--- src/logic/rammodel_pkg.sv ---
package rammodel_pkg;

    // ####################
    // link and header field types
    // ####################

    typedef logic [31:0] word_t;   // one link word
    typedef logic [7:0]  len_t;    // beats minus one
    typedef logic [2:0]  size_t;
    typedef logic [1:0]  burst_t;

    // ####################
    // header word layout
    // ####################

    localparam int HDR_WRITE_BIT = 0;
    localparam int HDR_BURST_LSB = 3;    // bits 2..1 stay zero
    localparam int HDR_SIZE_LSB  = 5;
    localparam int HDR_LEN_LSB   = 8;
    localparam int HDR_ID_LSB    = 16;   // id zero-extended to 16 bits

endpackage

--- src/logic/rammodel_encoder_a.sv ---
`timescale 1ns/10ps

module rammodel_encoder_a #(
    parameter int ADDR_WIDTH = 32,
    parameter int ID_WIDTH   = 4
) (
    input  logic                  clk,
    input  logic                  rst,
    input  logic                  avalid,
    output logic                  aready,
    input  logic [ADDR_WIDTH-1:0] aaddr,
    input  logic [ID_WIDTH-1:0]   aid,
    input  rammodel_pkg::len_t    alen,
    input  rammodel_pkg::size_t   asize,
    input  rammodel_pkg::burst_t  aburst,
    input  logic                  awrite,
    output logic                  enc_valid,
    input  logic                  enc_ready,
    output rammodel_pkg::word_t   enc_word,
    output logic                  idle
);
    import rammodel_pkg::*;

    localparam bit ADDR_64 = ADDR_WIDTH > 32;

    typedef enum logic [1:0] {st_idle, st_head, st_addr_1, st_addr_2} state_t;

    state_t      state;
    logic [63:0] addr_q;   // zero-extended request address
    word_t       header;
    logic        a_fire;
    logic        enc_fire;

    assign a_fire    = avalid && aready;
    assign enc_fire  = enc_valid && enc_ready;
    assign aready    = state == st_idle;
    assign idle      = state == st_idle;
    assign enc_valid = state != st_idle;

    always_comb begin
        header                         = '0;
        header[HDR_WRITE_BIT]          = awrite;
        header[HDR_BURST_LSB +: 2]     = aburst;
        header[HDR_SIZE_LSB +: 3]      = asize;
        header[HDR_LEN_LSB +: 8]       = alen;
        header[HDR_ID_LSB +: ID_WIDTH] = aid;
    end

    always_ff @(posedge clk) begin
        if (rst) begin
            state <= st_idle;
        end else begin
            case (state)
                st_idle:   if (a_fire) state <= st_head;
                st_head:   if (enc_fire) state <= st_addr_1;
                st_addr_1: if (enc_fire) state <= ADDR_64 ? st_addr_2 : st_idle;
                st_addr_2: if (enc_fire) state <= st_idle;
                default:   state <= st_idle;
            endcase
        end
    end

    always_ff @(posedge clk) begin
        if (a_fire)
            addr_q <= 64'(aaddr);
        if (state == st_idle && a_fire)
            enc_word <= header;           // header goes out first
        else if (state == st_head && enc_fire)
            enc_word <= addr_q[31:0];     // low address word
        else if (state == st_addr_1 && enc_fire)
            enc_word <= addr_q[63:32];
    end

endmodule

--- config.mk ---
export PLATFORM = sky130hd
export DESIGN_NAME = rammodel_encoder_a
export DESIGN_NICKNAME = d
export VERILOG_FILES = /design/src/logic/rammodel_pkg.sv /design/src/logic/rammodel_encoder_a.sv
export SDC_FILE = /design/constraint.sdc
export NUM_CORES = 1
export LEC_CHECK = 0
export ABC_AREA = 1
export BUFFER_PORTS_ARGS = -buffer_cell sky130_fd_sc_hd__buf_2
export CAP_MARGIN = 20
export CORE_UTILIZATION = 43
export DETAILED_ROUTE_END_ITERATION = 8
export HOLD_SLACK_MARGIN = 0.15
export PLACE_DENSITY = 0.85
export SKIP_CTS_REPAIR_TIMING = 1
export SLEW_MARGIN = 20
export SYNTH_ARGS = -nofsm -noshare
export SYNTH_HDL_FRONTEND = slang
export SYNTH_SLANG_ARGS = --single-unit
--- constraint.sdc ---
create_clock -name clk -period 1.77 [get_ports clk]
set_clock_uncertainty 0.1 [all_clocks]
set_input_delay 0.2655 -clock clk [delete_from_list [all_inputs] [get_ports clk]]
set_output_delay 0.2655 -clock clk [all_outputs]
set_load 0.03 [all_outputs]
==> results.cfg <==
[drt]
drt_iter0_drc = 44
routed_wl_um = 5013
wl_per_cell_um = 12.35
num_vias = 1758
antenna_left = 0
routed_via_density = 4.330
dr.pass1.iters = 4
remaining_drc_errors = 0

[global_routing]
grt_max_degree = 51
grt_pass1_vias = 1534
grt_pass1_wl_um = 6720
gr-total-overflow = 0
grt.total_usage_pct = 15.57
antenna_found_initial = 0

[timing]
finalMaxSlewViolations = 0
setup_ws_ps = 221.9
finalCritPeriodShare_pct = 87.46
hold_viol_final = 0
period_minus_slack_ps = 1548
rsz0062_at_grt = no
tns_ps = 0
setup_violations = 0
max_slew_margin_pct = 71.53
max_freq_mhz = 646.0
worst_pin_slew_ps = 425.6

[setup_path]
slowest_stage = nand2_2
critical_path.endpoint_type = flip-flop
start_kind = flip-flop
worstRegToRegCells = 3
path_cells = nor2_2 > nand2_4 > nand2_2
crit_buf_inv = 0
cpPeakStageDelay_ps = 380
critPathKind = flip-flop to flip-flop
critical-path-top-delay-family = simple AND/OR/NAND/NOR gates
crit_cells = 3
cp.arrival_ps = 1430
path_max_fanout = 18
cp_data_required_time_ps = 1650

[finish]
regArea_um2 = 1822
finalInstanceArea_um2 = 3545
layout-drive-gt1-share_pct = 34.23
fillers = 401
final_cells = 406
multi_input_area_um2 = 452.9
area_growth_pct = 49.89
num-nets-final = 385
antennaDiodeCount = 0

[cts]
cts_tree = done
cts_buffers = 9
clock-sinks = 66
cts_htree_levels = 3
clockBufferDepth = 2
path_clk_slew_ps = 60
insertion_delay_ps = 330
cts-root-buf = clkbuf_8

[min_path]
hold_depth = 4
hold_class = input port to flip-flop

[pwr]
peakVddDrop_v = 0.0006080
power_uw = 3593
cellPowerDensity_nw_per_um2 = 1014
leakage_uw = 0.001626

[floorplanning]
ioPinCount = 89
die_y_um = 76.16
num_rows = 26
die_w_um = 76.16
die-area_um2 = 5800
start_util_pct = 45.43
coreArea_um2 = 5205

[place]
placedCellCount = 339
placed_cell_area_um2 = 2849
portBuffers = 88
place_ws_ps = 204.6
gp_congestion = 0.6618
post-dp-hpwl_um = 2893

[flow_run]
cap_violations = 0

[synth]
synth_area_leader_cell = edfxtp_1
syn_nets = 239
synth_cells = 185
avgSynthCellArea_um2 = 12.78
synth_seq_area_share_pct = 77.04
syn-cell-area_um2 = 2365
async_flop_share_pct = 0
yosysMostFrequentCell = nand2_1
synthTopCellsByArea = edfxtp_1 63%, dfxtp_1 14%, nand2_1 13%, nand3_1 3.2%, buf_4 1.6%
synth-seq-cells = 66
yosysUniqueCellTypes = 16
yosys-top-cells-count = 84 x nand2_1, 50 x edfxtp_1, 16 x dfxtp_1
yosysWarnings = 0
netlist.area_leader.share_pct = 63.49
synth_edf_count = 50
synthFlopType = edfxtp_1

[status]
outcome = complete, no violations
==> sequential cells by signal, summed over array words and instances (netlist names) <==
name and flops:
enc_word 32, addr_q 32, state 2
==> report_power, final <==
group          leakage, µW  internal [µW]  switching, µW
clock network    0.0000927            623            538
logic             0.000915            209            356
registers         0.000619           1820           44.2
==> cells by family (layout without fill, tap and decap cells) <==
group / Yosys count / count (layout) / share of synthesized area [%]
AOI/OAI and AO/OA: 2 / 2 / 0.5819
buffers and inverters: 12 / 163 / 3.915
DFF: 66 / 66 / 77.04
and+or+nand+nor: 105 / 105 / 18.47
==> cell usage in the layout, fill, tap and decap left out <==
cell type      instances
edfxtp_1              50
a21oi_2                1
clkinv_2               1
nand2_2                4
dlygate4sd3_1         51
inv_6                  1
nand2_4                1
nand2_1               83
clkbuf_8              12
clkinvlp_4             1
buf_2                 88
inv_1                  3
a21oi_1                1
buf_4                  3
clkbuf_1               2
nand3_1               15
nor2_2                 1
dfxtp_1               16
nand3_2                1
inv_2                  1
==> metrics by stage <==
stage,util [%],hold WS [ps]
floorplan,-,227.9
global placement,54.74,322.4
detailed placement,54.74,328.4
CTS,58.29,-13.43
global route,68.10,160.0
finish,68.10,159.7
==> worst min-delay path, delay by kind of cell <==
family	cells	cell delay [ps]
compound gates	1	50
simple gates	1	50
buf+inv	2	170
==> final timing paths <==
check / start / end / slack, ps
min reg2reg: addr_q[25] / enc_word[25] / 340
max reg2reg: state[0] / enc_word[3] / 220
min: enc_ready / state[1] / 160
max: state[0] / enc_word[3] / 220
==> layout make-up <==
| type | count | share of cell area, % |
|---|---|---|
| clock inverter | 2 | 0.3530 |
| timing repair buffer | 142 | 27.46 |
| sequential | 66 | 51.39 |
| clock buffer | 14 | 4.871 |
| tap | 70 | 2.471 |
| inverter | 5 | 0.6707 |
| multi-input combinational | 107 | 12.78 |
==> routing by layer <==
layer,up-vias,wire (µm),GRT usage [%]
li1,908,-,-
met1,774,2087,16.47
met2,68,2581,26.27
met3,8,279,7.305
met4,0,65,7.308
met5,-,0,0
(Power assumes the default switching activity.)
