<file path="config.mk">
export PLATFORM = sky130hd
export DESIGN_NAME = rammodel_stream_join
export DESIGN_NICKNAME = d
export VERILOG_FILES = /design/src/logic/rammodel_pkg.sv /design/src/logic/rammodel_stream_join.sv
export SDC_FILE = /design/constraint.sdc
export NUM_CORES = 1
export LEC_CHECK = 0
export ABC_AREA = 1
export ABC_CLOCK_PERIOD_IN_PS = 2700
export BUFFER_PORTS_ARGS = -buffer_cell sky130_fd_sc_hd__buf_2
export CORE_MARGIN = 2
export CORE_UTILIZATION = 38
export DETAILED_ROUTE_END_ITERATION = 12
export HOLD_SLACK_MARGIN = 0.02
export PLACE_DENSITY = 0.82
export SYNTH_ARGS = -nofsm -noshare
export SYNTH_HDL_FRONTEND = slang
export SYNTH_SLANG_ARGS = --single-unit
</file>
<file path="constraint.sdc">
create_clock -name clk -period 2.7 [get_ports clk]
set_clock_uncertainty 0.2 [all_clocks]
set_input_delay 0.54 -clock clk [delete_from_list [all_inputs] [get_ports clk]]
set_output_delay 0.54 -clock clk [all_outputs]
set_load 0.005 [all_outputs]
</file>
<file path="src/logic/rammodel_pkg.sv">
package rammodel_pkg;

    // ####################
    // link and header field types
    // ####################

    typedef logic [31:0] word_t;   // one link word
    typedef logic [7:0]  len_t;    // beats minus one
    typedef logic [2:0]  size_t;
    typedef logic [1:0]  burst_t;

    // ####################
    // header word layout
    // ####################

    localparam int HDR_WRITE_BIT = 0;
    localparam int HDR_BURST_LSB = 3;    // bits 2..1 stay zero
    localparam int HDR_SIZE_LSB  = 5;
    localparam int HDR_LEN_LSB   = 8;
    localparam int HDR_ID_LSB    = 16;   // id zero-extended to 16 bits

endpackage

</file>
<file path="src/logic/rammodel_stream_join.sv">
`timescale 1ns/10ps

module rammodel_stream_join #(
    parameter int DATA_WIDTH = 64
) (
    input  logic                  clk,
    input  logic                  rst,
    input  logic                  enc_valid,
    output logic                  enc_ready,
    input  rammodel_pkg::word_t   enc_word,
    input  logic                  idle,
    input  logic                  wvalid,
    output logic                  wready,
    input  logic [DATA_WIDTH-1:0] wdata,
    input  logic                  wlast,
    output logic                  link_valid,
    input  logic                  link_ready,
    output rammodel_pkg::word_t   link_word
);
    import rammodel_pkg::*;

    typedef enum logic [1:0] {st_pass, st_low, st_high} state_t;

    state_t     state;
    logic [1:0] word_cnt;     // position inside the encoder message
    logic       write_pend;   // write header seen, data still to come
    len_t       beats_left;
    logic       enc_fire;
    logic       link_fire;

    assign enc_fire  = enc_valid && enc_ready;
    assign link_fire = link_valid && link_ready;

    assign enc_ready  = state == st_pass && link_ready;
    assign wready     = state == st_high && link_ready;   // beat pops on its high word
    assign link_valid = state == st_pass ? enc_valid : wvalid;

    always_comb begin
        case (state)
            st_low:  link_word = wdata[31:0];
            st_high: link_word = word_t'(wdata[DATA_WIDTH-1:32]);
            default: link_word = enc_word;
        endcase
    end

    always_ff @(posedge clk) begin
        if (rst) begin
            state      <= st_pass;
            word_cnt   <= '0;
            write_pend <= 1'b0;
        end else begin
            if (idle)
                word_cnt <= '0;
            else if (enc_fire)
                word_cnt <= word_cnt + 1'b1;

            case (state)
                st_pass: begin
                    if (enc_fire && word_cnt == 2'd0)
                        write_pend <= enc_word[HDR_WRITE_BIT];
                    else if (idle && write_pend) begin
                        write_pend <= 1'b0;
                        state      <= st_low;
                    end
                end
                st_low:  if (link_fire) state <= st_high;
                st_high: if (link_fire) state <= beats_left == '0 ? st_pass : st_low;
                default: state <= st_pass;
            endcase
        end
    end

    // wlast is not trusted for framing, the header length is
    always_ff @(posedge clk) begin
        if (state == st_pass && enc_fire && word_cnt == 2'd0)
            beats_left <= enc_word[HDR_LEN_LSB +: 8];
        else if (state == st_high && link_fire)
            beats_left <= beats_left - 1'b1;
    end

endmodule

</file>
==> results by group, run 1 <==
Timing
  – Post-route clock period utilization: 92.76%
  – Endpoints failing setup: 0
  – RSZ-0062 raised after global routing: false
  – Hold_ws: 0.2575 ns
  – Post-layout worst setup margin: 0.1956 ns
  – Tmin final: 2.504 ns
  – Fin Setup TNS: 0 ns
  – Headroom to the max-slew limit: 27.82%
  – Max Clk Rate: 399.3 MHz
  – Final Hold Fails: 0
  – Pins Over Slew Limit: 0
  – Worst-Margin Slew: 1.071 ns

Clock tree
  – Clock buffer depth: 2
  – CTS Hold Bufs: 0
  – Post-CTS Setup Repair Bufs: 0
  – CTS tree: built
  – CTS clk-pin slew, worst paths: 0.05 ns
  – # H-tree levels: 1
  – CTS sink count: 13
  – Total CTS buffers: 3
  – Worst skew pair latency: 0.24 ns
  – PostCTS Resize Cnt: 0
  – Root Driver: clkbuf_8

Cells and area
  – Layout cells sized above 1: 39.53%
  – Multi-input gate area: 985.9 µm²
  – Core Util, Final: 60.27%
  – Seq. cell area: 340.3 µm²
  – Post-Layout Cell Count: 435
  – Area Overhead vs Synth: 49.92%
  – Design area: 2240 µm²
  – Antenna cell count: 0
  – Fin nets: 498
  – Filler instances: 371

Drt
  – WL/cell: 10.69 µm
  – Routed Antenna Nets: 0
  – Vias/cell: 4.731
  – Routed wire length: 4648 µm
  – Routed via count: 2058
  – Drt drc: 0
  – DRT Pass-1 Iters: 4
  – DR iter-0 viols: 103

Synthesis
  – Leading area contributor after synthesis: nand2_1
  – Compound-gate portion of the synthesized area: 20.77%
  – Synth Register Bits: 13
  – Syn_nets: 367
  – Synth Warn #: 0
  – Post-synthesis adder-cell area fraction: 5.863%
  – Top cells by area, synth: nand2_1 (22%), edfxtp_1 (16%), a31oi_1 (14%)
  – Post-Synth XOR/XNOR Area: 0.5863%
  – Simple-Gate Fraction of Synth Area: 38.61%
  – Post-Synthesis Cell Area: 1494 µm²
  – Mapped Cells: 257
  – Yosys top cell area share: 22.36%
  – Mux share of post-synthesis cell area: 0%
  – Number of library cell types mapped by synthesis: 23
  – Post-Syn Area per Cell: 5.813 µm²
  – Register area share after synthesis: 22.78%
  – Combinational family with the most area after synthesis: simple AND/OR/NAND/NOR gates

Place
  – Hpwl dp: 3816 µm
  – I/O Buffers: 136
  – RD Place Congestion: 0.8112
  – Worst slack at placement: 0.3386 ns
  – Post-placement cell area: 2195 µm²
  – Placed cell count: 431

Worst setup path
  – CP Cell Sequence: inv_1 -> ha_2 -> buf_4 -> nor2_1 -> a31oi_1 -> buf_2
  – Worst EP arrival: 1.76 ns
  – Crit path kind: reg2out
  – WP buf/inv: 3
  – CP required: 1.96 ns
  – Worst Path Max Fanout: 31
  – Worst path max stage delay: 0.38 ns
  – Worst setup EP type: primary output
  – Slowest CP cell: dfxtp_1
  – Crit start category: register
  – Gate family responsible for the most delay along the worst path: buffers and inverters

Global route
  – GRT Residual Overflow: 0
  – Initial antenna violation count: 0
  – First-pass GRT wire length: 7148 µm
  – Vias in the first global route: 1753
  – Largest net degree at the start of global routing: 34
  – Overall routing resource usage: 20.21%

Die
  – Initial Utilization: 40.20%
  – Full die area: 4449 µm²
  – Die Ht: 66.70 µm
  – IO Pins: 138
  – Core area: 3716 µm²
  – Width of the die: 66.70 µm
  – Standard-cell row count: 22

Power
  – Peak VDD IR: 0.2991 mV
  – LEAKAGE: 1.151 nW
  – Total power: 1.584 mW
  – Power Density: 707.4 nW/µm²

Status
  – Run status: complete, no violations

Worst hold path
  – Hold Path Class: reg2reg

Run
  – Max-Cap Viols: 0
[cell usage after synthesis]
cell,instances
buf_1,2
xor2_1,1
ha_1,7
or2_2,1
inv_1,21
and2_1,1
clkbuf_1,2
inv_2,1
dfxtp_1,5
nand2_2,1
nor2_1,47
or2_0,1
nand3_1,4
nor2_4,1
buf_6,2
buf_2,10
nand3_2,1
edfxtp_1,8
a31oi_1,34
a21oi_1,6
a21oi_2,2
o21ai_0,10
nand2_1,89
[state kept, by name, summed over array words and instances, names as in the netlist]
name        cells
beats_left      8
write_pend      1
word_cnt        2
state           2
[logic make-up (layout without fill, tap and decap cells)]
family	count (synthesis)	in the layout
AOI/OAI and AO/OA	52	52
adders and majority gates	7	7
and+or+nand+nor	146	146
buffers and inverters	38	168
DFF	13	13
xor gates and xnor gates	1	1
[final cells by class]
type / instances / share of cell area (%)
timing repair buffer: 142 / 32.40
clock buffer: 4 / 2.011
tap: 48 / 2.682
multi-input combinational: 206 / 44.02
sequential: 13 / 15.20
inverter: 22 / 3.687
[cell usage in the layout, fill, tap and decap left out]
cell	n
clkbuf_8	3
nand2_1	89
inv_1	21
a31oi_1	34
buf_2	136
nand2_2	1
ha_2	1
ha_1	6
a21oi_2	2
inv_2	1
and2_1	1
buf_4	6
clkbuf_1	1
nand3_2	1
a21oi_1	6
nor2_1	47
edfxtp_1	8
nand3_1	4
or2_0	1
xor2_1	1
o21ai_0	10
nor2_4	1
or2_2	1
dfxtp_1	5
[worst paths after layout]
path / start / endpoint / cells past startpoint / slack [ns]
max: state[1] / link_word[3] / 6 / 0.20
min: word_cnt[1] / word_cnt[1] / 2 / 0.26
max reg2reg: state[1] / beats_left[1] / 6 / 0.36
min reg2reg: word_cnt[1] / word_cnt[1] / 2 / 0.26
[per-layer routing]
metal	vias to the layer above	GRT usage [%]	wire length, µm
met3	4	2.703	280
met1	885	24.87	1986
met4	0	6.633	44
li1	1097	-	-
met2	72	36.00	2337
met5	-	0	0
[where the power goes]
group / internal (mW) / switching [mW] / total [mW]
Sequential: 0.279 / 0.0310 / 0.310
Combinational: 0.488 / 0.615 / 1.10
Clock: 0.104 / 0.0678 / 0.172
[worst register-to-register path: cells and delay by family (launching register included)]
| family | cells | cell delay [ns] |
|---|---|---|
| compound gates | 1 | 0.84 |
| fa+ha+maj | 1 | 0.23 |
| buf+inv | 2 | 0.19 |
| flops | 1 | 0.34 |
| simple gates | 2 | 0.16 |
Note: power is estimated with default switching activity, not from simulation.
==> run 2: changes to the inputs <==
CORE_ASPECT_RATIO = 1.1   (was default)
==> run 2 against run 1 <==
Net effect: sequential power about the same; non-clock buffer count up 1; flip-flop and latch count unchanged; hold slack improved by 0.011 ns; largest cell class unchanged; cell count is 0.69% higher; sequential share of layout area fell by 0.068 points; critical path type unchanged; setup slack got worse by 0.0078 ns; die area barely moved; clock power up 5%; register-to-register slack worse by 0.02 ns; via count rose by 0.53%.
==> results by group, run 2 (synthesis gave the netlist of run 1 again) <==
Status
  – Run status: complete, no violations

Clock tree
  – CTS clk-pin slew, worst paths: 0.06 ns
  – Post-CTS Setup Repair Bufs: 0
  – CTS tree: built
  – Total CTS buffers: 3
  – Root Driver: clkbuf_8
  – CTS sink count: 13
  – Worst skew pair latency: 0.25 ns
  – Clock buffer depth: 2
  – # H-tree levels: 1
  – PostCTS Resize Cnt: 0
  – CTS Hold Bufs: 0

Place
  – Hpwl dp: 3980 µm
  – Post-placement cell area: 2205 µm²
  – RD Place Congestion: 0.8580
  – I/O Buffers: 136

Cells and area
  – Layout cells sized above 1: 39.69%
  – Biggest register: beats_left
  – Most frequent cells in the layout: buf_2 (136), nand2_1 (89), nor2_1 (47)
  – Max reg flops: 8
  – Design area: 2250 µm²
  – Fin nets: 499
  – Core Util, Final: 60.60%
  – Commonest non-fill, non-tap cell in the layout: buf_2
  – Area Overhead vs Synth: 50.59%
  – Antenna cell count: 0
  – Multi-input gate area: 985.9 µm²
  – Seq. cell area: 340.3 µm²
  – Top flop regs: beats_left: 8 flops, state: 2 flops, word_cnt: 2 flops
  – Filler instances: 362

Global route
  – Vias in the first global route: 1940
  – Initial antenna violation count: 0
  – Largest net degree at the start of global routing: 33
  – Overall routing resource usage: 22.16%
  – First-pass GRT wire length: 8162 µm
  – GRT Residual Overflow: 0

Drt
  – Drt drc: 0
  – Vias/cell: 4.724
  – Routed wire length: 4918 µm
  – DRT Pass-1 Iters: 5
  – DR iter-0 viols: 113
  – Routed Antenna Nets: 0
  – WL/cell: 11.23 µm
  – Routed via count: 2069

Worst setup path
  – Worst Path Max Fanout: 32
  – Crit path kind: reg2out
  – Crit start category: register
  – CP required: 1.96 ns
  – Worst setup EP type: primary output
  – Worst EP arrival: 1.77 ns
  – Reg2Reg Depth: 6

Timing
  – Pins Over Slew Limit: 0
  – Tmin final: 2.512 ns
  – Headroom to the max-slew limit: 28.33%
  – Final Hold Fails: 0
  – Endpoints failing setup: 0
  – Max Clk Rate: 398.1 MHz
  – Post-route clock period utilization: 93.04%
  – RSZ-0062 raised after global routing: false
  – Worst-Margin Slew: 1.064 ns
  – Fin Setup TNS: 0 ns

Run
  – Max-Cap Viols: 0

Worst hold path
  – Hold path cells: 2
  – Hold Path Class: reg2reg

Die
  – Core area: 3712 µm²
  – Width of the die: 63.78 µm
  – Standard-cell row count: 23
  – Initial Utilization: 40.24%
  – Die Ht: 69.76 µm
  – Full die area: 4449 µm²
  – IO Pins: 138

Power
  – Power Density: 713.2 nW/µm²
  – Peak VDD IR: 0.4907 mV
  – LEAKAGE: 1.156 nW
[run 2: cell types whose count changed in the layout (fill, tap and decap cells not counted), sizes merged]
cell  delta
buf      +1
[run 2: through the flow]
stage	worst slack [ns]	std cells	total power, mW	hold WS (ns)
2_1_floorplan	0.6392	257	0.9993	0.2325
3_3_place_gp	0.3043	434	1.408	0.2446
3_5_place_dp	0.2773	434	1.427	0.2608
4_1_cts	0.1916	438	1.616	0.2699
5_1_grt	0.03165	438	1.764	0.2859
6_report	0.1878	438	1.604	0.2681
[run 2: cell type report]
| type | count | area share [%] |
|---|---|---|
| Inverter | 22 | 3.671 |
| Clock buffer | 4 | 2.002 |
| Multi-Input combinational cell | 206 | 43.83 |
| Sequential cell | 13 | 15.13 |
| Tap cell | 50 | 2.781 |
| Timing Repair Buffer | 143 | 32.59 |
[run 2: layer usage]
metal | track usage (%) | part of all wire (%) | up-vias
met2 | 41.09 | 51 | 72
met5 | 0 | 0 | -
met1 | 25.77 | 42 | 892
li1 | - | - | 1098
met4 | 8.213 | 1.9 | 0
met3 | 1.948 | 4.8 | 7
[run 2: path summary, 6_finish.rpt]
kind               startpoint            end  slack [ns]
hold / removal    word_cnt[1]    word_cnt[1]        0.27
setup / recovery     state[1]  link_word[22]        0.19
setup reg to reg     state[1]  beats_left[6]        0.34
hold reg to reg   word_cnt[1]    word_cnt[1]        0.27
[run 2: worst max-delay path, stage by stage (launching register included)]
cell and delay (ns):
dfxtp_1 0.37, inv_1 0.10, ha_2 0.35, buf_4 0.29
nor2_1 0.09, a31oi_1 0.17, buf_2 0.15
[run 2: where the power goes]
part	internal [mW]	switching, mW
combinational	0.495	0.619
sequential	0.279	0.0307
clock	0.105	0.0764
total	0.878	0.727
