<file path="config.mk">
export PLATFORM = sky130hd
export DESIGN_NAME = rammodel_response
export DESIGN_NICKNAME = d
export VERILOG_FILES = /design/src/logic/rammodel_response.sv
export SDC_FILE = /design/constraint.sdc
export NUM_CORES = 1
export LEC_CHECK = 0
export BUFFER_PORTS_ARGS = -buffer_cell sky130_fd_sc_hd__clkbuf_2
export CAP_MARGIN = 20
export CORE_ASPECT_RATIO = 1.4
export CORE_UTILIZATION = 40
export CTS_CLUSTER_DIAMETER = 200
export DETAILED_ROUTE_END_ITERATION = 10
export PLACE_DENSITY = 0.79
export SLEW_MARGIN = 20
export SYNTH_ARGS = -nofsm -noshare
export SYNTH_HDL_FRONTEND = slang
export SYNTH_SLANG_ARGS = --single-unit
</file>
<file path="constraint.sdc">
create_clock -name clk -period 3.4 [get_ports clk]
set_clock_uncertainty 0.1 [all_clocks]
set_input_delay 0.17 -clock clk [delete_from_list [all_inputs] [get_ports clk]]
set_output_delay 0.17 -clock clk [all_outputs]
set_load 0.05 [all_outputs]
</file>
<file path="src/logic/rammodel_response.sv">
`timescale 1ns/10ps

module rammodel_response #(
    parameter int DATA_WIDTH = 64,
    parameter int ID_WIDTH   = 4
) (
    input  logic                  clk,
    input  logic                  rst,
    input  logic                  b_valid,
    output logic                  b_ready,
    input  logic [ID_WIDTH-1:0]   b_id,
    input  logic                  rd_valid,
    output logic                  rd_ready,
    input  logic [DATA_WIDTH-1:0] rd_data,
    input  logic [ID_WIDTH-1:0]   rd_id,
    input  logic                  rd_last,
    output logic                  bvalid,
    input  logic                  bready,
    output logic [ID_WIDTH-1:0]   bid,
    output logic                  rvalid,
    input  logic                  rready,
    output logic [DATA_WIDTH-1:0] rdata,
    output logic [ID_WIDTH-1:0]   rid,
    output logic                  rlast
);

    // register takes a new entry when empty or draining
    assign b_ready  = !bvalid || bready;
    assign rd_ready = !rvalid || rready;

    // ####################
    // write response
    // ####################

    always_ff @(posedge clk) begin
        if (rst)
            bvalid <= 1'b0;
        else if (b_ready)
            bvalid <= b_valid;
    end

    always_ff @(posedge clk) begin
        if (b_valid && b_ready)
            bid <= b_id;
    end

    // ####################
    // read data
    // ####################

    always_ff @(posedge clk) begin
        if (rst)
            rvalid <= 1'b0;
        else if (rd_ready)
            rvalid <= rd_valid;
    end

    always_ff @(posedge clk) begin
        if (rd_valid && rd_ready) begin
            rdata <= rd_data;
            rid   <= rd_id;
            rlast <= rd_last;
        end
    end

endmodule

</file>
==> metrics.csv, run 1 <==
metric,value,unit
status,"complete, no violations",
largest net degree at the start of global routing,41,
measured slew at the worst slew-check pin,0.495,ns
CORE AREA,5530,sq um
"most common cell after layout, fill and taps aside",clkbuf_2,
Worst EP required,3.27,ns
top routing layer in use,met4,
FP Rows,32,
CP arrival,1.33,ns
clk root buf,clkbuf_8,
VDD IR max,401,uV
final hold violation count,0,
maxcap violations,0,
per-cell routed wire length,15.6,microns
clk sink count,75,
crit path launch type,flop,
ant diodes,0,
nature of the critical path endpoint,flop,
CTS Buf Count,9,
TritonCTS clock tree,done,
Top delay family on crit path,buffers and inverters,
initial antenna violation count,0,
Leak Pwr,0.00181,uW
Avg Vias per Cell,4.34,
Mapped Area,2290,sq um
share of cells above drive strength 1,52.7,%
Antenna Violating Nets Remaining,0,
CP Cell Sequence,nand2b_4 > and2_2 > buf_4,
number of DRC markers in iteration 0,88,
Syn. warnings,0,
GRT Overall Usage,21.9,%
I/O pin count,156,
P&R area growth vs syn,78.5,%
Mapped Cells,83,
PortBufs,155,
vias in the first global route,1929,
#FFs+latches synth,75,
# fillers,355,
Die H,91.5,microns
post-route clock period utilization,42.9,%
CTS resizes,0,
"Seq/Total Area, Yosys",97.5,%
die area,6040,sq um
Crit Path Max Fanout,40,
DR DRC count,0,
via count,1737,
syn_nets,162,
Worst-path clk slew,0.07,ns
GPL Wtd Cong,0.734,
worst skew pair latency,0.33,ns
"commonest cells after routing, fill and taps aside","clkbuf_2 (155), dlygate4sd3_1 (76), edfxtp_1 (73), clkbuf_8 (9), clkinv_2 (5)",
relative slew slack,67.0,%
Crit path largest cell delay,0.41,ns
RSZ-0062 raised after global routing,no,
Die W,65.9,microns
wire length on met2,3650,microns
dpl cell area,3170,sq um
crit path buf inv count,1,
Final nets,406,
Max clock buf depth,2,
Slew Limit Fails,0,
Hold Crit Class,input port to flop,
Final Cell Area,4090,sq um
Final setup viols,0,
met3 wire length,340,microns
Max Fclk,0.686,GHz
wl on met1,2040,microns
WL final,6220,microns
crit path kind,flop to flop,
TritonRoute pass-1 iters,4,
Crit-path slowest cell,buf_4,
post-layout minimum cycle time,1.46,ns
first-pass GRT wire length,9200,microns
Setup TNS Final,0,ns
GRT overflow,0,
Starting Density,41.4,%
H-tree Lvls,3,
pwr dens,500,nW/um^2
Hold WS,0.0482,ns
syn avg cell area,27.6,sq um
Unique masters post-synth,6,
## final timing paths
kind / startpoint / to / slack (ns) / depth (start not counted)
min reg2reg: bvalid$_SDFFE_PP0P_ / bvalid$_SDFFE_PP0P_ / 0.44 / 2
min: bready / bvalid$_SDFFE_PP0P_ / 0.05 / 3
max reg2reg: rvalid$_SDFFE_PP0P_ / rdata[5]$_DFFE_PP_ / 1.94 / 3
max: rvalid$_SDFFE_PP0P_ / rdata[5]$_DFFE_PP_ / 1.94 / 3
## final cells by class
class	count	area (sq um)	area share [%]
multi-input combinational	6	51.3	1.25
tap	68	85.1	2.08
inverter	2	7.51	0.184
timing repair buffer	233	1550	38.0
clock inverter	6	32.5	0.796
clock buffer	10	128	3.12
sequential	75	2230	54.6
## state kept, by name, indices dropped and copies added, names as in the netlist
name and flops:
bid 4, bvalid 1, rdata 64, rid 4
rlast 1, rvalid 1
## stage by stage
| step | util [%] | power [uW] | instances | setup slack (ns) |
|---|---|---|---|---|
| 2_1_floorplan | - | 1330 | 83 | 0.451 |
| 3_3_place_gp | 57.3 | 1420 | 308 | 1.97 |
| 3_5_place_dp | 57.3 | 1420 | 308 | 1.93 |
| 4_1_cts | 74.0 | 2050 | 400 | 1.93 |
| 5_1_grt | 74.0 | 2110 | 400 | 1.87 |
| 6_report | 74.0 | 2040 | 400 | 1.94 |
## worst register-to-register path, stage by stage, from the launching register on
cell	delay, ns
dfxtp_1	0.34
nand2b_4	0.08
and2_2	0.14
buf_4	0.41
## Yosys cell counts
| library cell | instances | share of area [%] |
|---|---|---|
| dfxtp_1 | 2 | 1.7 |
| nand2b_4 | 2 | 1.2 |
| edfxtp_1 | 73 | 96 |
| inv_1 | 2 | 0.33 |
| a21oi_1 | 2 | 0.44 |
| and2_1 | 2 | 0.55 |
## where the power goes
| group | leakage (uW) | switching [uW] | internal [uW] |
|---|---|---|---|
| clock | 0.0000856 | 306 | 259 |
| combinational | 0.00101 | 259 | 126 |
| sequential | 0.000723 | 15.5 | 1080 |
| total | 0.00181 | 581 | 1460 |
## logic make-up (layout without fill, tap and decap cells)
group	count (synthesis)	in the layout	synth area share [%]
buffers and inverters	2	251	0.328
flip-flops	75	75	97.5
AO/OA/AOI/OAI	2	2	0.437
AND/OR/NAND/NOR	4	4	1.75
## timing repair
action,in CTS,in global routing
hold endpoints to repair,75,0
hold buffers,76,0
setup buffers,0,0
## routing by layer
| metal | up-vias | global-route usage, % |
|---|---|---|
| met4 | 0 | 11.0 |
| li1 | 815 | - |
| met1 | 819 | 21.1 |
| met2 | 88 | 40.5 |
| met5 | - | 0 |
| met3 | 15 | 6.03 |
No activity file was read; power rests on OpenSTA's default activity.
==> run 2, diff against run 1 <==
Clock period 3.4 ns to 1.4 ns, I/O delays scaled along.
==> metrics.csv, run 2 (synthesis results as in run 1) <==
metric,value,unit
status,"complete, no violations",
pwr dens,1270,nW/um^2
CP arrival,1.44,ns
switch share,26.1,%
Antenna Violating Nets Remaining,0,
WL final,6380,microns
ant diodes,0,
Crit Path Max Fanout,2,
largest net degree at the start of global routing,43,
PortBufs,155,
Internal,3930,uW
RSZ-0062 raised after global routing,no,
DR DRC count,0,
crit path kind,input port to flop,
"most common cell after layout, fill and taps aside",clkbuf_2,
Slew Limit Fails,0,
TritonRoute pass-1 iters,4,
VDD IR max,931,uV
Die W,65.9,microns
Crit-path slowest cell,dlygate4sd3_1,
Crit path largest cell delay,0.55,ns
pre-CTS setup slack,0.150,ns
CORE AREA,5530,sq um
Max clock buf depth,2,
Comb pwr share,17.9,%
GRT Overall Usage,22.6,%
relative slew slack,79.4,%
clk sink count,75,
GPL Wtd Cong,0.708,
share of cells above drive strength 1,52.1,%
TritonCTS clock tree,done,
H-tree Lvls,3,
vias in the first global route,2022,
postcts setup bufs,0,
maxcap violations,0,
Clk network pwr share,32.1,%
Max Fclk,0.757,GHz
first-pass GRT wire length,9490,microns
final hold violation count,0,
Worst-path clk slew,0.08,ns
nature of the critical path endpoint,flop,
measured slew at the worst slew-check pin,0.311,ns
Worst EP required,1.52,ns
Final nets,407,
CTS Buf Count,9,
sequential power share,50.0,%
post-route clock period utilization,94.3,%
crit path launch type,input port,
initial antenna violation count,0,
max FFs per register,64,
Hold WS,0.105,ns
Top reg by flops,rdata,
Die H,91.5,microns
Hold Crit Class,input port to flop,
Final setup viols,0,
CP Cell Sequence,dlygate4sd3_1 > clkbuf_2 > inv_1 > a21oi_1 > dlygate4sd3_1,
grt met2 use,40.9,%
die area,6040,sq um
Worst path depth,5,
worst skew pair latency,0.33,ns
per-cell routed wire length,15.9,microns
post-layout minimum cycle time,1.32,ns
Starting Density,41.4,%
worst r2r path cells,3,
Top delay family on crit path,buffers and inverters,
GR Util met1,20.4,%
NetSw,1380,uW
dpl cell area,3200,sq um
"commonest cells after routing, fill and taps aside","clkbuf_2 (155), dlygate4sd3_1 (77), edfxtp_1 (73), clkbuf_8 (9), clkbuf_1 (3)",
crit path buf inv count,4,
gr busiest metal,met2,
P&R area growth vs syn,82.0,%
grt met3 use,6.78,%
Avg Vias per Cell,4.37,
I/O pin count,156,
Final Cell Area,4170,sq um
number of DRC markers in iteration 0,72,
WHS Path Cells,2,
top flop regs,"rdata (64), bid (4), rid (4)",
# fillers,342,
via count,1748,
detailed placement HPWL,3540,microns
post-route worst setup slack,0.0795,ns
FP Rows,32,
GRT overflow,0,
CP most frequent cell,dlygate4sd3_1,
Leak Pwr,0.00184,uW
clk root buf,clkbuf_8,
[run 2: cell count changes in the layout (fill, tap and decap cells not counted), sizes merged]
cell	delta
clkbuf	+2
dlygate4sd3	+1
clkinvlp	-1
bufinv	+2
clkinv	-4
[run 2: final cells by class]
cell class | count | area (sq um) | share of cell area, %
flip-flops and latches | 75 | 2240 | 53.7
repair buffers | 234 | 1590 | 38.1
clock buffers | 12 | 135 | 3.24
well taps | 68 | 85.1 | 2.04
clock inverters | 3 | 63.8 | 1.53
multi-input cells | 6 | 52.6 | 1.26
inverters | 2 | 7.51 | 0.180
[run 2: worst paths after layout]
path                       startpoint                   to  slack (ns)
hold / removal                b_valid     bid[0]$_DFFE_PP_        0.11
setup reg to reg  rvalid$_SDFFE_PP0P_  rvalid$_SDFFE_PP0P_        0.12
setup / recovery             rd_valid  rvalid$_SDFFE_PP0P_        0.08
hold reg to reg   bvalid$_SDFFE_PP0P_     bid[0]$_DFFE_PP_        0.67
[run 2: power groups by stage]
stage / logic [uW] / clock network (uW) / registers, uW
after floorplan: 59.7 / 0 / 3150
after global placement: 759 / 0 / 2700
after detailed placement: 770 / 0 / 2700
after CTS: 942 / 1720 / 2650
after global routing: 991 / 1800 / 2670
final: 951 / 1710 / 2660
[run 2: routing by layer]
metal / part of all wire [%] / wire length (microns) / vias up
met1: 31 / 2010 / 801
met2: 57 / 3610 / 103
met3: 6.9 / 437 / 27
met5: 0 / 0 / -
li1: - / - / 817
met4: 5.1 / 324 / 0
[run 2: repair_timing]
item / CTS / global route
hold endpoints to repair: 75 / 0
hold buffers: 77 / 0
resized for setup: 0 / 0
[run 2: worst reg2reg max path, cell delays in order, from the launching register on]
cell and delay (ns):
dfxtp_4 0.36, nand2b_4 0.06, a21oi_1 0.15, dlygate4sd3_1 0.56
[run 2: per-stage QoR]
stage	std cells	power (uW)	TNS, ns	utilization (%)
final	400	5310	0	75.4
after global routing	400	5460	0	75.4
after CTS	400	5320	0	75.4
after detailed placement	308	3470	0	57.9
after global placement	308	3460	0	57.9
after floorplan	83	3210	-18.67	-
==> run 3, diff against run 2 <==
Settings changed: PLACE_DENSITY 0.79 to 0.77.
==> metrics.csv, run 3 (synthesis results as in run 1) <==
metric,value,unit
first-pass GRT wire length,9240,microns
Final Cell Area,4200,sq um
number of DRC markers in iteration 0,84,
TritonRoute pass-1 iters,4,
GPL Wtd Cong,0.729,
Slew Limit Fails,0,
Avg Vias per Cell,4.41,
crit path launch type,flop,
per-cell routed wire length,15.4,microns
GRT Overall Usage,21.9,%
pre-CTS setup slack,0.196,ns
final hold violation count,0,
DR DRC count,0,
WHS Path Cells,3,
CP arrival,1.48,ns
clk sink count,75,
"commonest cells after routing, fill and taps aside","clkbuf_2 (155), dlygate4sd3_1 (77), edfxtp_1 (73), clkbuf_8 (9)",
FF-to-FF setup slack,0.09,ns
FP Rows,32,
Max Fclk,0.763,GHz
initial antenna violation count,0,
share of cells above drive strength 1,52.6,%
TritonCTS clock tree,done,
relative slew slack,79.7,%
VDD IR max,1320,uV
via count,1769,
top flop regs,"rdata (64), bid (4), rid (4)",
die area,6040,sq um
Worst-path clk slew,0.07,ns
postcts setup bufs,0,
post-route worst setup slack,0.0891,ns
Hold Crit Class,input port to flop,
P&R area growth vs syn,83.4,%
PortBufs,155,
Worst EP required,1.56,ns
dpl cell area,3200,sq um
nature of the critical path endpoint,flop,
crit path kind,flop to flop,
I/O pin count,156,
Leak Pwr,0.00186,uW
clk root buf,clkbuf_8,
status,"complete, no violations",
vias in the first global route,1937,
CORE AREA,5530,sq um
H-tree Lvls,3,
ant diodes,0,
RSZ-0062 raised after global routing,no,
Final setup viols,0,
Setup TNS Final,0,ns
Starting Density,41.4,%
max FFs per register,64,
Die H,91.5,microns
largest net degree at the start of global routing,36,
CTS Buf Count,9,
Die W,65.9,microns
Final nets,407,
"most common cell after layout, fill and taps aside",clkbuf_2,
maxcap violations,0,
Top reg by flops,rdata,
measured slew at the worst slew-check pin,0.306,ns
worst r2r path cells,3,
post-route clock period utilization,93.6,%
Antenna Violating Nets Remaining,0,
Max clock buf depth,2,
WL final,6180,microns
pwr dens,1310,nW/um^2
post-layout minimum cycle time,1.31,ns
Crit Path Max Fanout,3,
GRT overflow,0,
worst skew pair latency,0.32,ns
==> run 3: cell count changes in the layout (fill, tap and decap cells not counted), sizes merged <==
cell / before / now
bufinv: 2 / 3
clkbuf: 167 / 164
clkinv: 1 / 4
==> run 3: area by class of cell <==
cell class	instances	area (sq um)
clock buffers	9	124
flip-flops and latches	75	2240
repair buffers	234	1590
inverters	2	7.51
multi-input cells	6	52.6
clock inverters	7	106
fillers	332	1330
well taps	68	85.1
==> run 3: worst max-delay path, stage by stage (launching register included) <==
cell           delay [ns]
dfxtp_2              0.36
nand2b_4             0.06
a21oi_1              0.17
dlygate4sd3_1        0.56
==> run 3: repair_timing <==
action,CTS,global route
resized for setup,0,0
hold endpoints to repair,75,0
hold buffers,77,0
==> run 3: metrics by stage <==
stage / hold slack [ns] / cells / power (uW) / util [%]
final: 0.205 / 401 / 5490 / 76.0
after global routing: 0.216 / 401 / 5670 / 76.0
after CTS: 0.164 / 401 / 5520 / 76.0
after detailed placement: 0.143 / 308 / 3470 / 57.9
after global placement: 0.142 / 308 / 3460 / 57.9
after floorplan: 0.0294 / 83 / 3210 / -
==> run 3: routing by layer <==
layer | global-route usage (%) | vias up | wire length, microns
met5 | 0 | - | 0
met4 | 14.9 | 0 | 264
met3 | 5.15 | 25 | 336
met2 | 38.8 | 92 | 3520
met1 | 21.5 | 833 | 2060
li1 | - | 819 | -
==> run 3: where the power goes <==
part	internal, uW	switching [uW]
registers	2620	39.4
logic	319	630
clock network	1160	723
total	4100	1390
==> run 3: path summary, 6_finish.rpt <==
kind / endpoint / start
min reg2reg: bid[2]$_DFFE_PP_ / bvalid$_SDFFE_PP0P_
max reg2reg: bvalid$_SDFFE_PP0P_ / bvalid$_SDFFE_PP0P_
min: bid[2]$_DFFE_PP_ / bready
max: bvalid$_SDFFE_PP0P_ / bvalid$_SDFFE_PP0P_
