**src/logic/rammodel_pkg.sv**
```systemverilog
package rammodel_pkg;

    // ####################
    // link and header field types
    // ####################

    typedef logic [31:0] word_t;   // one link word
    typedef logic [7:0]  len_t;    // beats minus one
    typedef logic [2:0]  size_t;
    typedef logic [1:0]  burst_t;

    // ####################
    // header word layout
    // ####################

    localparam int HDR_WRITE_BIT = 0;
    localparam int HDR_BURST_LSB = 3;    // bits 2..1 stay zero
    localparam int HDR_SIZE_LSB  = 5;
    localparam int HDR_LEN_LSB   = 8;
    localparam int HDR_ID_LSB    = 16;   // id zero-extended to 16 bits

endpackage

```
**src/logic/rammodel_decoder.sv**
```systemverilog
`timescale 1ns/10ps

module rammodel_decoder #(
    parameter int ADDR_WIDTH = 32,
    parameter int DATA_WIDTH = 64,
    parameter int ID_WIDTH   = 4
) (
    input  logic                  clk,
    input  logic                  rst,
    input  logic                  link_valid,
    output logic                  link_ready,
    input  rammodel_pkg::word_t   link_word,
    output logic                  req_valid,
    input  logic                  req_ready,
    output logic                  req_write,
    output logic [ID_WIDTH-1:0]   req_id,
    output rammodel_pkg::len_t    req_len,
    output logic [ADDR_WIDTH-1:0] req_addr,
    output logic                  beat_valid,
    input  logic                  beat_ready,
    output logic [DATA_WIDTH-1:0] beat_data
);
    import rammodel_pkg::*;

    localparam bit ADDR_64 = ADDR_WIDTH > 32;

    typedef enum logic [2:0] {
        st_head, st_addr_1, st_addr_2, st_req, st_low, st_high
    } state_t;

    state_t      state;
    logic [63:0] addr_q;
    word_t       low_q;        // low half of the beat being built
    len_t        beats_left;
    logic        link_fire;

    assign link_fire = link_valid && link_ready;
    assign req_addr  = addr_q[ADDR_WIDTH-1:0];

    always_comb begin
        case (state)
            st_req:  link_ready = 1'b0;          // request register full
            st_high: link_ready = !beat_valid;   // beat register full
            default: link_ready = 1'b1;
        endcase
    end

    always_ff @(posedge clk) begin
        if (rst) begin
            state      <= st_head;
            req_valid  <= 1'b0;
            beat_valid <= 1'b0;
        end else begin
            if (beat_valid && beat_ready)
                beat_valid <= 1'b0;
            case (state)
                st_head: if (link_fire) state <= st_addr_1;
                st_addr_1: if (link_fire) begin
                    state     <= ADDR_64 ? st_addr_2 : st_req;
                    req_valid <= !ADDR_64;
                end
                st_addr_2: if (link_fire) begin
                    state     <= st_req;
                    req_valid <= 1'b1;
                end
                st_req: if (req_ready) begin
                    req_valid <= 1'b0;
                    state     <= req_write ? st_low : st_head;
                end
                st_low: if (link_fire) state <= st_high;
                st_high: if (link_fire) begin
                    beat_valid <= 1'b1;
                    state      <= beats_left == '0 ? st_head : st_low;
                end
                default: state <= st_head;
            endcase
        end
    end

    always_ff @(posedge clk) begin
        if (link_fire) begin
            case (state)
                st_head: begin
                    req_write  <= link_word[HDR_WRITE_BIT];
                    req_id     <= link_word[HDR_ID_LSB +: ID_WIDTH];
                    req_len    <= link_word[HDR_LEN_LSB +: 8];
                    beats_left <= link_word[HDR_LEN_LSB +: 8];
                end
                st_addr_1: addr_q[31:0]  <= link_word;
                st_addr_2: addr_q[63:32] <= link_word;
                st_low:    low_q         <= link_word;
                st_high: begin
                    beat_data  <= {link_word, low_q};
                    beats_left <= beats_left - 1'b1;
                end
                default: ;
            endcase
        end
    end

endmodule

```
**config.mk**
```make
export PLATFORM = sky130hd
export DESIGN_NAME = rammodel_decoder
export DESIGN_NICKNAME = d
export VERILOG_FILES = /design/src/logic/rammodel_pkg.sv /design/src/logic/rammodel_decoder.sv
export SDC_FILE = /design/constraint.sdc
export NUM_CORES = 1
export LEC_CHECK = 0
export ABC_AREA = 1
export BUFFER_PORTS_ARGS = -buffer_cell sky130_fd_sc_hd__buf_2
export CELL_PAD_IN_SITES_DETAIL_PLACEMENT = 2
export CELL_PAD_IN_SITES_GLOBAL_PLACEMENT = 2
export CORE_MARGIN = 8
export CORE_UTILIZATION = 39
export DETAILED_ROUTE_END_ITERATION = 7
export GPL_TIMING_DRIVEN = 0
export PLACE_DENSITY_LB_ADDON = 0.1
export SLEW_MARGIN = 10
export SYNTH_ARGS = -nofsm -noshare
export SYNTH_HDL_FRONTEND = slang
export SYNTH_SLANG_ARGS = --single-unit
export TNS_END_PERCENT = 30
```
**constraint.sdc**
```tcl
create_clock -name clk -period 6.55 [get_ports clk]
set_input_delay 1.31 -clock clk [delete_from_list [all_inputs] [get_ports clk]]
set_output_delay 1.31 -clock clk [all_outputs]
set_load 0.01 [all_outputs]
```
==> results of run 1 <==
==> area by class of cell <==
cell class                 instances  area share
sequential                       154       0.678
timing repair buffer             153       0.120
multi-input combinational         82      0.0690
clock buffer                      18      0.0636
tap                              172      0.0319
clock inverter                    13      0.0263
inverter                          18      0.0104
buffer                             1    0.000742
==> cells in the final DEF, fill, tap and decap left out, drive strengths merged <==
cell type  instances
clkinvlp           1
buf              154
dfxtp              5
nor2              15
ha                 2
inv               18
nand3              8
o22a               1
clkinv             8
clkbuf            18
nand2             35
a21oi              2
xnor2              1
xor2               2
or2                1
bufinv             4
edfxtp           149
nor3               1
nand4              4
o21ai              8
a21boi             1
a31oi              1
==> flip-flops by register name, indices dropped and copies added (netlist names) <==
register / count
beat_data: 64
addr_q: 32
low_q: 32
beats_left: 8
req_len: 8
req_id: 4
state: 3
beat_valid: 1
req_valid: 1
req_write: 1
==> worst register-to-register path, cell delays in order, from the launching register on <==
cell and delay, ns:
sky130_fd_sc_hd__dfxtp_1 0.49, sky130_fd_sc_hd__nand2_2 0.14, sky130_fd_sc_hd__nor2_4 0.25, sky130_fd_sc_hd__inv_2 0.12, sky130_fd_sc_hd__buf_2 0.21, sky130_fd_sc_hd__a21oi_1 0.71
==> cells by family (layout without fill, tap and decap cells) <==
kind of cell,after synthesis,count (layout),share of synthesized area
fa+ha+maj,2,2,0.00491
xor+xnor,3,3,0.00516
buf+inv,19,203,0.0142
simple gates,64,64,0.0641
flops,154,154,0.897
compound gates,13,13,0.0142
==> power by group <==
part | internal (mW) | switching [mW] | total [mW]
registers | 1.24 | 0.0627 | 1.30
logic | 0.122 | 0.285 | 0.407
clock network | 0.633 | 0.385 | 1.02
total | 1.99 | 0.733 | 2.73
==> metal layers <==
metal / vias to the layer above / wire, um / track usage
li1: 1295 / - / -
met1: 1520 / 6310 / 0.225
met2: 101 / 8260 / 0.336
met3: 22 / 1110 / 0.0563
met4: 0 / 289 / 0.0772
met5: - / 0 / 0
==> stage by stage <==
step	std cells	cell area, um2
2_1_floorplan	255	5100
3_5_place_dp	580	6140
6_report	611	6750
3_3_place_gp	575	6050
4_1_cts	611	6750
5_1_grt	611	6750
==> worst paths after layout <==
kind,from,to,depth (start not counted)
worst max register to register,state[0]$_SDFFE_PP0P_,beats_left[1]$_DFFE_PP_,5
worst min register to register,low_q[11]$_DFFE_PP_,beat_data[11]$_DFFE_PP_,0
worst min-delay path,low_q[11]$_DFFE_PP_,beat_data[11]$_DFFE_PP_,0
worst max-delay path,state[0]$_SDFFE_PP0P_,link_ready,4
==> out/results.tsv, run 1 <==
stage	metric	value	unit
yosys	synth.area.top_cells	sky130_fd_sc_hd__edfxtp_1 88%, sky130_fd_sc_hd__nand2_1 2.3%, sky130_fd_sc_hd__dfxtp_1 2.0%	
global_route	grt_antenna_before_repair	0	
timing	slew_headroom	0.405	
yosys	synth.top_cell.area_share	0.878	
critical_path	critical_path_buf_inv_count	2	
critical_path	critical_path_s_largest_stage_delay	0.49	ns
timing	skew	0.00629	ns
power_and_ir_drop	power.total	2.73	mW
clock_tree	cts-resized-gates	0	
final_layout	areaGrowthSynthToFinish	32.4	%
yosys	most_instantiated_flip_flop_cell_in_the_synthesis_netlist	sky130_fd_sc_hd__edfxtp_1	
global_route	overall_fraction_of_global_route_tracks_in_use	0.195	
final_layout	layout.filler_cells	1173	
yosys	syn-cell-area	5100	um2
routing	via_count	2938	
yosys	synthDominantAreaCellType	sky130_fd_sc_hd__edfxtp_1	
critical_path	crit_path_max_fanout	7	
status	run_status	completed	
clock_tree	clk_root_buffer_cell	sky130_fd_sc_hd__clkbuf_16	
floorplanning	core_footprint	12700	um2
critical_path	timing.critical_path.cells	nand4_1, nand2_1, inv_1, buf_2	
placed_design	buffer_ports.inserted	148	
final_layout	multi_input_area	465	um2
yosys	synth.most_common_cell	sky130_fd_sc_hd__edfxtp_1	
critical_path	setup.worst_path.end_class	output pin	
final_layout	seqCellArea	4570	um2
placed_design	gpl.final_weighted_congestion	0.760	
clock_tree	post_cts.repair.setup_buffers	0	
routing	detail-route-antenna-nets	0	
timing	slew_viol_final	0	
yosys	syn_nets	294	
hold_path	min_path_type	reg2reg	
clock_tree	number_of_buffers_created_by_cts	17	
timing	finalSetupViolations	0	
timing	period_needed	2.78	ns
floorplanning	fp.dieW	130	um
clock_tree	tritoncts	built	
clock_tree	clock_sink_count	154	
timing	final_tns_setup	0	ns
timing	whs	0.421	ns
critical_path	ff2ff_setup_slack	4.25	ns
job	number_of_max_cap_violations	0	
power_and_ir_drop	peakVddDrop	191	uV
timing	hold_viol_final	0	
routing	drc_errors	0	
floorplanning	num_io_pins	149	
yosys	yosysUniqueCellTypes	26	
final_layout	finalCoreUtilization	0.533	
yosys	ys_top_cells_by_count	149 x sky130_fd_sc_hd__edfxtp_1, 31 x sky130_fd_sc_hd__nand2_1, 14 x sky130_fd_sc_hd__inv_1, 13 x sky130_fd_sc_hd__nor2_1	
routing	via_per_inst	4.81	
yosys	synth-warning-count	0	
placed_design	post_place_setup_slack	3.70	ns
clock_tree	worstSkewPairLatency	0.42	ns
clock_tree	cts_max_path_buffers	2	
critical_path	cp_top_family	flip-flops	
timing	worstMarginPinSlew	0.893	ns
timing	timing.fmax	360	MHz
critical_path	critical_path_arrival	1.47	ns
power_and_ir_drop	static-leakage-power	2.61	nW
global_route	grt-ovfl-total	0	
critical_path	timing.critical_path.required	5.24	ns
timing	setup_repair_after_global_routing_missed_its_margin	false	
global_route	first_pass_grt_wire_length	22900	um
routing	wirelength	16000	um
yosys	synth-edff-count	149	
routing	dr.first_iter.drc_count	147	
global_route	pin_count_of_the_biggest_net_entering_global_routing	64	
yosys	post_syn_area_per_cell	20.0	um2
yosys	syn-instance-count	255	
routing	routed_wire_length_per_instance	26.1	um
yosys	yosys_register_bits	154	
critical_path	cpMaxStageDelayCell	sky130_fd_sc_hd__dfxtp_1	
floorplanning	start_util	0.402	
yosys	async_flop_share	0	
timing	postLayoutSetupSlackWorst	3.77	ns
power_and_ir_drop	powerDensity	404	nW/um2
yosys	seq_area_frac_synth	0.897	
timing	min_period_over_period	0.424	
final_layout	drive_gt1_frac	0.458	
clock_tree	cts_max_level	4	
final_layout	finalNetCount	466	
critical_path	worstSetupStartpointType	flop	
floorplanning	fp.dieArea	17000	um2
placed_design	post-dp-hpwl	11400	um
critical_path	worstSetupPathType	reg2out	
final_layout	antennaDiodeCount	0	
floorplanning	die_h	130	um
routing	detail_route.first_pass.iterations	4	
floorplanning	row_count	41	
clock_tree	clkSlewWorstSetupHoldPaths	0.06	ns
clock_tree	cts.hold.buffers_added	0	
global_route	grt_pass1_vias	3247	
No activity file was read; power rests on OpenSTA's default activity.
==> run 2: changes to the inputs <==
- ABC_AREA: 1 -> 0
- CORE_UTILIZATION: 39 -> 33
- clock period: 6.55 -> 2.5 ns (I/O delays scaled with it)
==> out/results.tsv, run 2 <==
stage	metric	value	unit	change
clock_tree	cts_max_level	4		unchanged
clock_tree	cts_max_path_buffers	2		unchanged
placed_design	buffer_ports.inserted	147		was 148
routing	dr.first_iter.drc_count	88		was 147
floorplanning	num_io_pins	149		unchanged
timing	hold_viol_final	0		unchanged
hold_path	whs_endpoint	beat_data[57]$_DFFE_PP_		was beat_data[11]$_DFFE_PP_
clock_tree	clk_root_buffer_cell	sky130_fd_sc_hd__clkbuf_16		unchanged
timing	period_needed	2.06	ns	
critical_path	critical_path_s_largest_stage_delay	0.42	ns	was 0.49 ns
floorplanning	fp.dieW	140	um	was 130 um
floorplanning	start_util	0.336		was 0.402
hold_path	worstHoldPathCells	1		was 0
floorplanning	core_footprint	15100	um2	was 12,700 um2
global_route	grt_antenna_before_repair	0		unchanged
yosys	ys_top_cells_by_count	149 x sky130_fd_sc_hd__edfxtp_1, 15 x sky130_fd_sc_hd__nand2_1, 7 x sky130_fd_sc_hd__o21ai_1, 5 x sky130_fd_sc_hd__dfxtp_1, 5 x sky130_fd_sc_hd__nor2_1		was 149 x sky130_fd_sc_hd__edfxtp_1, 31 x sky130_fd_sc_hd__nand2_1, 14 x sky130_fd_sc_hd__inv_1, 13 x sky130_fd_sc_hd__nor2_1
critical_path	ff2ff_setup_slack	0.44	ns	was 4.25 ns
global_route	pin_count_of_the_biggest_net_entering_global_routing	39		was 64
placed_design	post-dp-hpwl	9290	um	was 11,400 um
hold_path	hold_path.startpoint	link_word[25]		was low_q[11]$_DFFE_PP_
clock_tree	number_of_buffers_created_by_cts	17		unchanged
clock_tree	tritoncts	built		unchanged
routing	routed_wire_length_per_instance	21.6	um	was 26.1 um
clock_tree	post_cts.repair.setup_buffers	0		unchanged
global_route	overall_fraction_of_global_route_tracks_in_use	0.137		was 0.195
final_layout	most_frequent_cells_in_the_layout	149 x sky130_fd_sc_hd__buf_2, 149 x sky130_fd_sc_hd__edfxtp_1, 17 x sky130_fd_sc_hd__clkbuf_16, 15 x sky130_fd_sc_hd__nand2_1, 7 x sky130_fd_sc_hd__o21ai_1		was 149 x sky130_fd_sc_hd__buf_2, 149 x sky130_fd_sc_hd__edfxtp_1, 31 x sky130_fd_sc_hd__nand2_1, 17 x sky130_fd_sc_hd__clkbuf_16, 13 x sky130_fd_sc_hd__inv_1
critical_path	startpoint_of_the_lowest_slack_register_to_register_path	state[0]$_SDFFE_PP0P_		unchanged
critical_path	timing.critical_path.required	2.00	ns	was 5.24 ns
final_layout	finalNetCount	445		was 466
timing	worstMarginPinSlew	0.617	ns	was 0.893 ns
floorplanning	fp.dieArea	19600	um2	was 17,000 um2
critical_path	timing.critical_path.cells	buf_2, nor2b_1, o21ai_0, buf_2		was nand4_1, nand2_1, inv_1, buf_2
routing	detail_route.first_pass.iterations	4		unchanged
critical_path	cp_top_family	buffers and inverters		was flip-flops
final_layout	areaGrowthSynthToFinish	32.9	%	was 32.4%
job	number_of_max_cap_violations	0		unchanged
final_layout	antennaDiodeCount	0		unchanged
yosys	syn-cell-area	5080	um2	was 5100 um2
critical_path	r2r.worst_path.cells	5		unchanged
floorplanning	die_h	140	um	was 130 um
routing	wirelength	13100	um	was 16,000 um
timing	skew	0.00715	ns	was 0.00629 ns
final_layout	multi_input_area	477	um2	was 465 um2
yosys	async_flop_share	0		unchanged
yosys	synth-warning-count	0		unchanged
floorplanning	row_count	45		was 41
yosys	yosys_register_bits	154		unchanged
yosys	syn_nets	271		was 294
final_layout	finalCoreUtilization	0.446		was 0.533
critical_path	setup.worst_path.end_class	output pin		unchanged
clock_tree	cts-resized-gates	0		unchanged
placed_design	gpl.final_weighted_congestion	0.739		was 0.760
global_route	first_pass_grt_wire_length	19700	um	was 22,900 um
yosys	synthDominantAreaCellType	sky130_fd_sc_hd__edfxtp_1		unchanged
global_route	grt-ovfl-total	0		unchanged
yosys	post_syn_area_per_cell	21.9	um2	was 20.0 um2
final_layout	seqCellArea	4570	um2	unchanged
final_layout	reg_with_most_ffs	beat_data		unchanged
timing	min_period_over_period	0.825		
critical_path	crit_path_max_fanout	10		was 7
critical_path	critical_path_arrival	1.56	ns	was 1.47 ns
yosys	most_instantiated_flip_flop_cell_in_the_synthesis_netlist	sky130_fd_sc_hd__edfxtp_1		unchanged
final_layout	largest_register_ffs	64		unchanged
timing	postLayoutSetupSlackWorst	0.436	ns	was 3.77 ns
yosys	synth.top_cell.area_share	0.880		was 0.878
status	run_status	completed		unchanged
global_route	grt_pass1_vias	3113		was 3,247
critical_path	worstSetupStartpointType	flop		unchanged
clock_tree	worstSkewPairLatency	0.41	ns	was 0.42 ns
routing	drc_errors	0		unchanged
timing	slew_viol_final	0		unchanged
clock_tree	clock_sink_count	154		unchanged
yosys	synth-edff-count	149		unchanged
final_layout	drive_gt1_frac	0.481		was 0.458
critical_path	worstSetupPathType	reg2out		unchanged
critical_path	ff_to_ff_end	addr_q[29]$_DFFE_PP_		was beats_left[1]$_DFFE_PP_
critical_path	timing.critical_path.mode_cell	sky130_fd_sc_hd__buf_2		
routing	via_per_inst	4.58		was 4.81
placed_design	post_place_setup_slack	0.238	ns	was 3.70 ns
timing	timing.fmax	485	MHz	
clock_tree	cts.hold.buffers_added	0		unchanged
critical_path	critical_path_buf_inv_count	2		unchanged
hold_path	min_path_type	in2reg		was reg2reg
yosys	synth.most_common_cell	sky130_fd_sc_hd__edfxtp_1		unchanged
clock_tree	clkSlewWorstSetupHoldPaths	0.06	ns	about the same
yosys	yosysUniqueCellTypes	34		was 26
final_layout	layout.filler_cells	1433		was 1,173
final_layout	reg.largest.list	beat_data (64), addr_q (32), low_q (32)		unchanged
routing	detail-route-antenna-nets	0		unchanged
power_and_ir_drop	peakVddDrop	501	uV	was 191 uV
timing	slew_headroom	0.587		was 0.405
power_and_ir_drop	static-leakage-power	2.54	nW	was 2.61 nW
yosys	synth.area.top_cells	sky130_fd_sc_hd__edfxtp_1 88%, sky130_fd_sc_hd__dfxtp_1 2.0%, sky130_fd_sc_hd__nand2_1 1.1%		was sky130_fd_sc_hd__edfxtp_1 88%, sky130_fd_sc_hd__nand2_1 2.3%, sky130_fd_sc_hd__dfxtp_1 2.0%
yosys	seq_area_frac_synth	0.900		was 0.897
timing	setup_repair_after_global_routing_missed_its_margin	false		unchanged
power_and_ir_drop	powerDensity	863	nW/um2	was 404 nW/um2
timing	finalSetupViolations	0		unchanged
yosys	syn-instance-count	232		was 255
routing	via_count	2775		was 2,938
critical_path	cpMaxStageDelayCell	sky130_fd_sc_hd__dfxtp_1		unchanged
==> run 2: metrics by stage <==
step	power [mW]	hold WS, ns	instance area, um2	cells	TNS, ns
after floorplan	3.17	0.400	5090	232	-28.62
after global placement	3.32	0.401	6060	567	-203.88
after detailed placement	3.35	0.406	6170	575	0
after CTS	5.93	0.263	6750	606	0
after global routing	6.03	0.272	6750	606	0
final	5.83	0.289	6750	606	0
==> run 2: worst max-delay path by stage <==
stage | slack [ns] | cells past startpoint | to | from
after floorplan | -0.89 | 3 | addr_q[0]$_DFFE_PP_ | link_valid
after global placement | -2.85 | 3 | addr_q[27]$_DFFE_PP_ | link_valid
after CTS | 0.35 | 5 | addr_q[31]$_DFFE_PP_ | state[0]$_SDFFE_PP0P_
final | 0.44 | 4 | link_ready | state[1]$_SDFFE_PP0P_
after global routing | 0.31 | 5 | addr_q[29]$_DFFE_PP_ | state[0]$_SDFFE_PP0P_
after detailed placement | 0.24 | 5 | addr_q[27]$_DFFE_PP_ | link_valid
==> run 2: worst register-to-register path: cells and delay by family (launching register included) <==
family	cells	cell delay, ns
DFF	1	0.41
buffers and inverters	3	0.77
and+or+nand+nor	2	0.58
==> run 2: report_power, final <==
group / switching, mW / internal, mW
logic: 0.201 / 0.110
clock network: 0.982 / 1.56
registers: 0.0393 / 2.94
total: 1.22 / 4.61
==> run 2: per-layer routing <==
layer	vias up	track usage	routed length, um
li1	1248	-	-
met1	1414	0.150	5390
met2	96	0.237	6700
met5	-	0	0
met3	17	0.0489	816
met4	0	0.0600	193
==> run 2: kinds of logic after synthesis <==
| family | count (synthesis) | share of synthesized area |
|---|---|---|
| AND/OR/NAND/NOR | 41 | 0.0475 |
| flip-flops | 154 | 0.900 |
| AO/OA/AOI/OAI | 18 | 0.0231 |
| adder cells (fa/ha/maj) | 2 | 0.00492 |
| buffers and inverters | 9 | 0.0103 |
| XOR/XNOR | 7 | 0.0121 |
| multiplexers | 1 | 0.00197 |
==> run 2: cell type report <==
class                           instances  area share
Sequential cell                       154       0.677
Timing Repair Buffer                  155       0.122
Multi-Input combinational cell         69      0.0706
Clock buffer                           19      0.0641
Tap cell                              188      0.0348
Clock inverter                         12      0.0224
Buffer                                  5     0.00556
Inverter                                4     0.00259
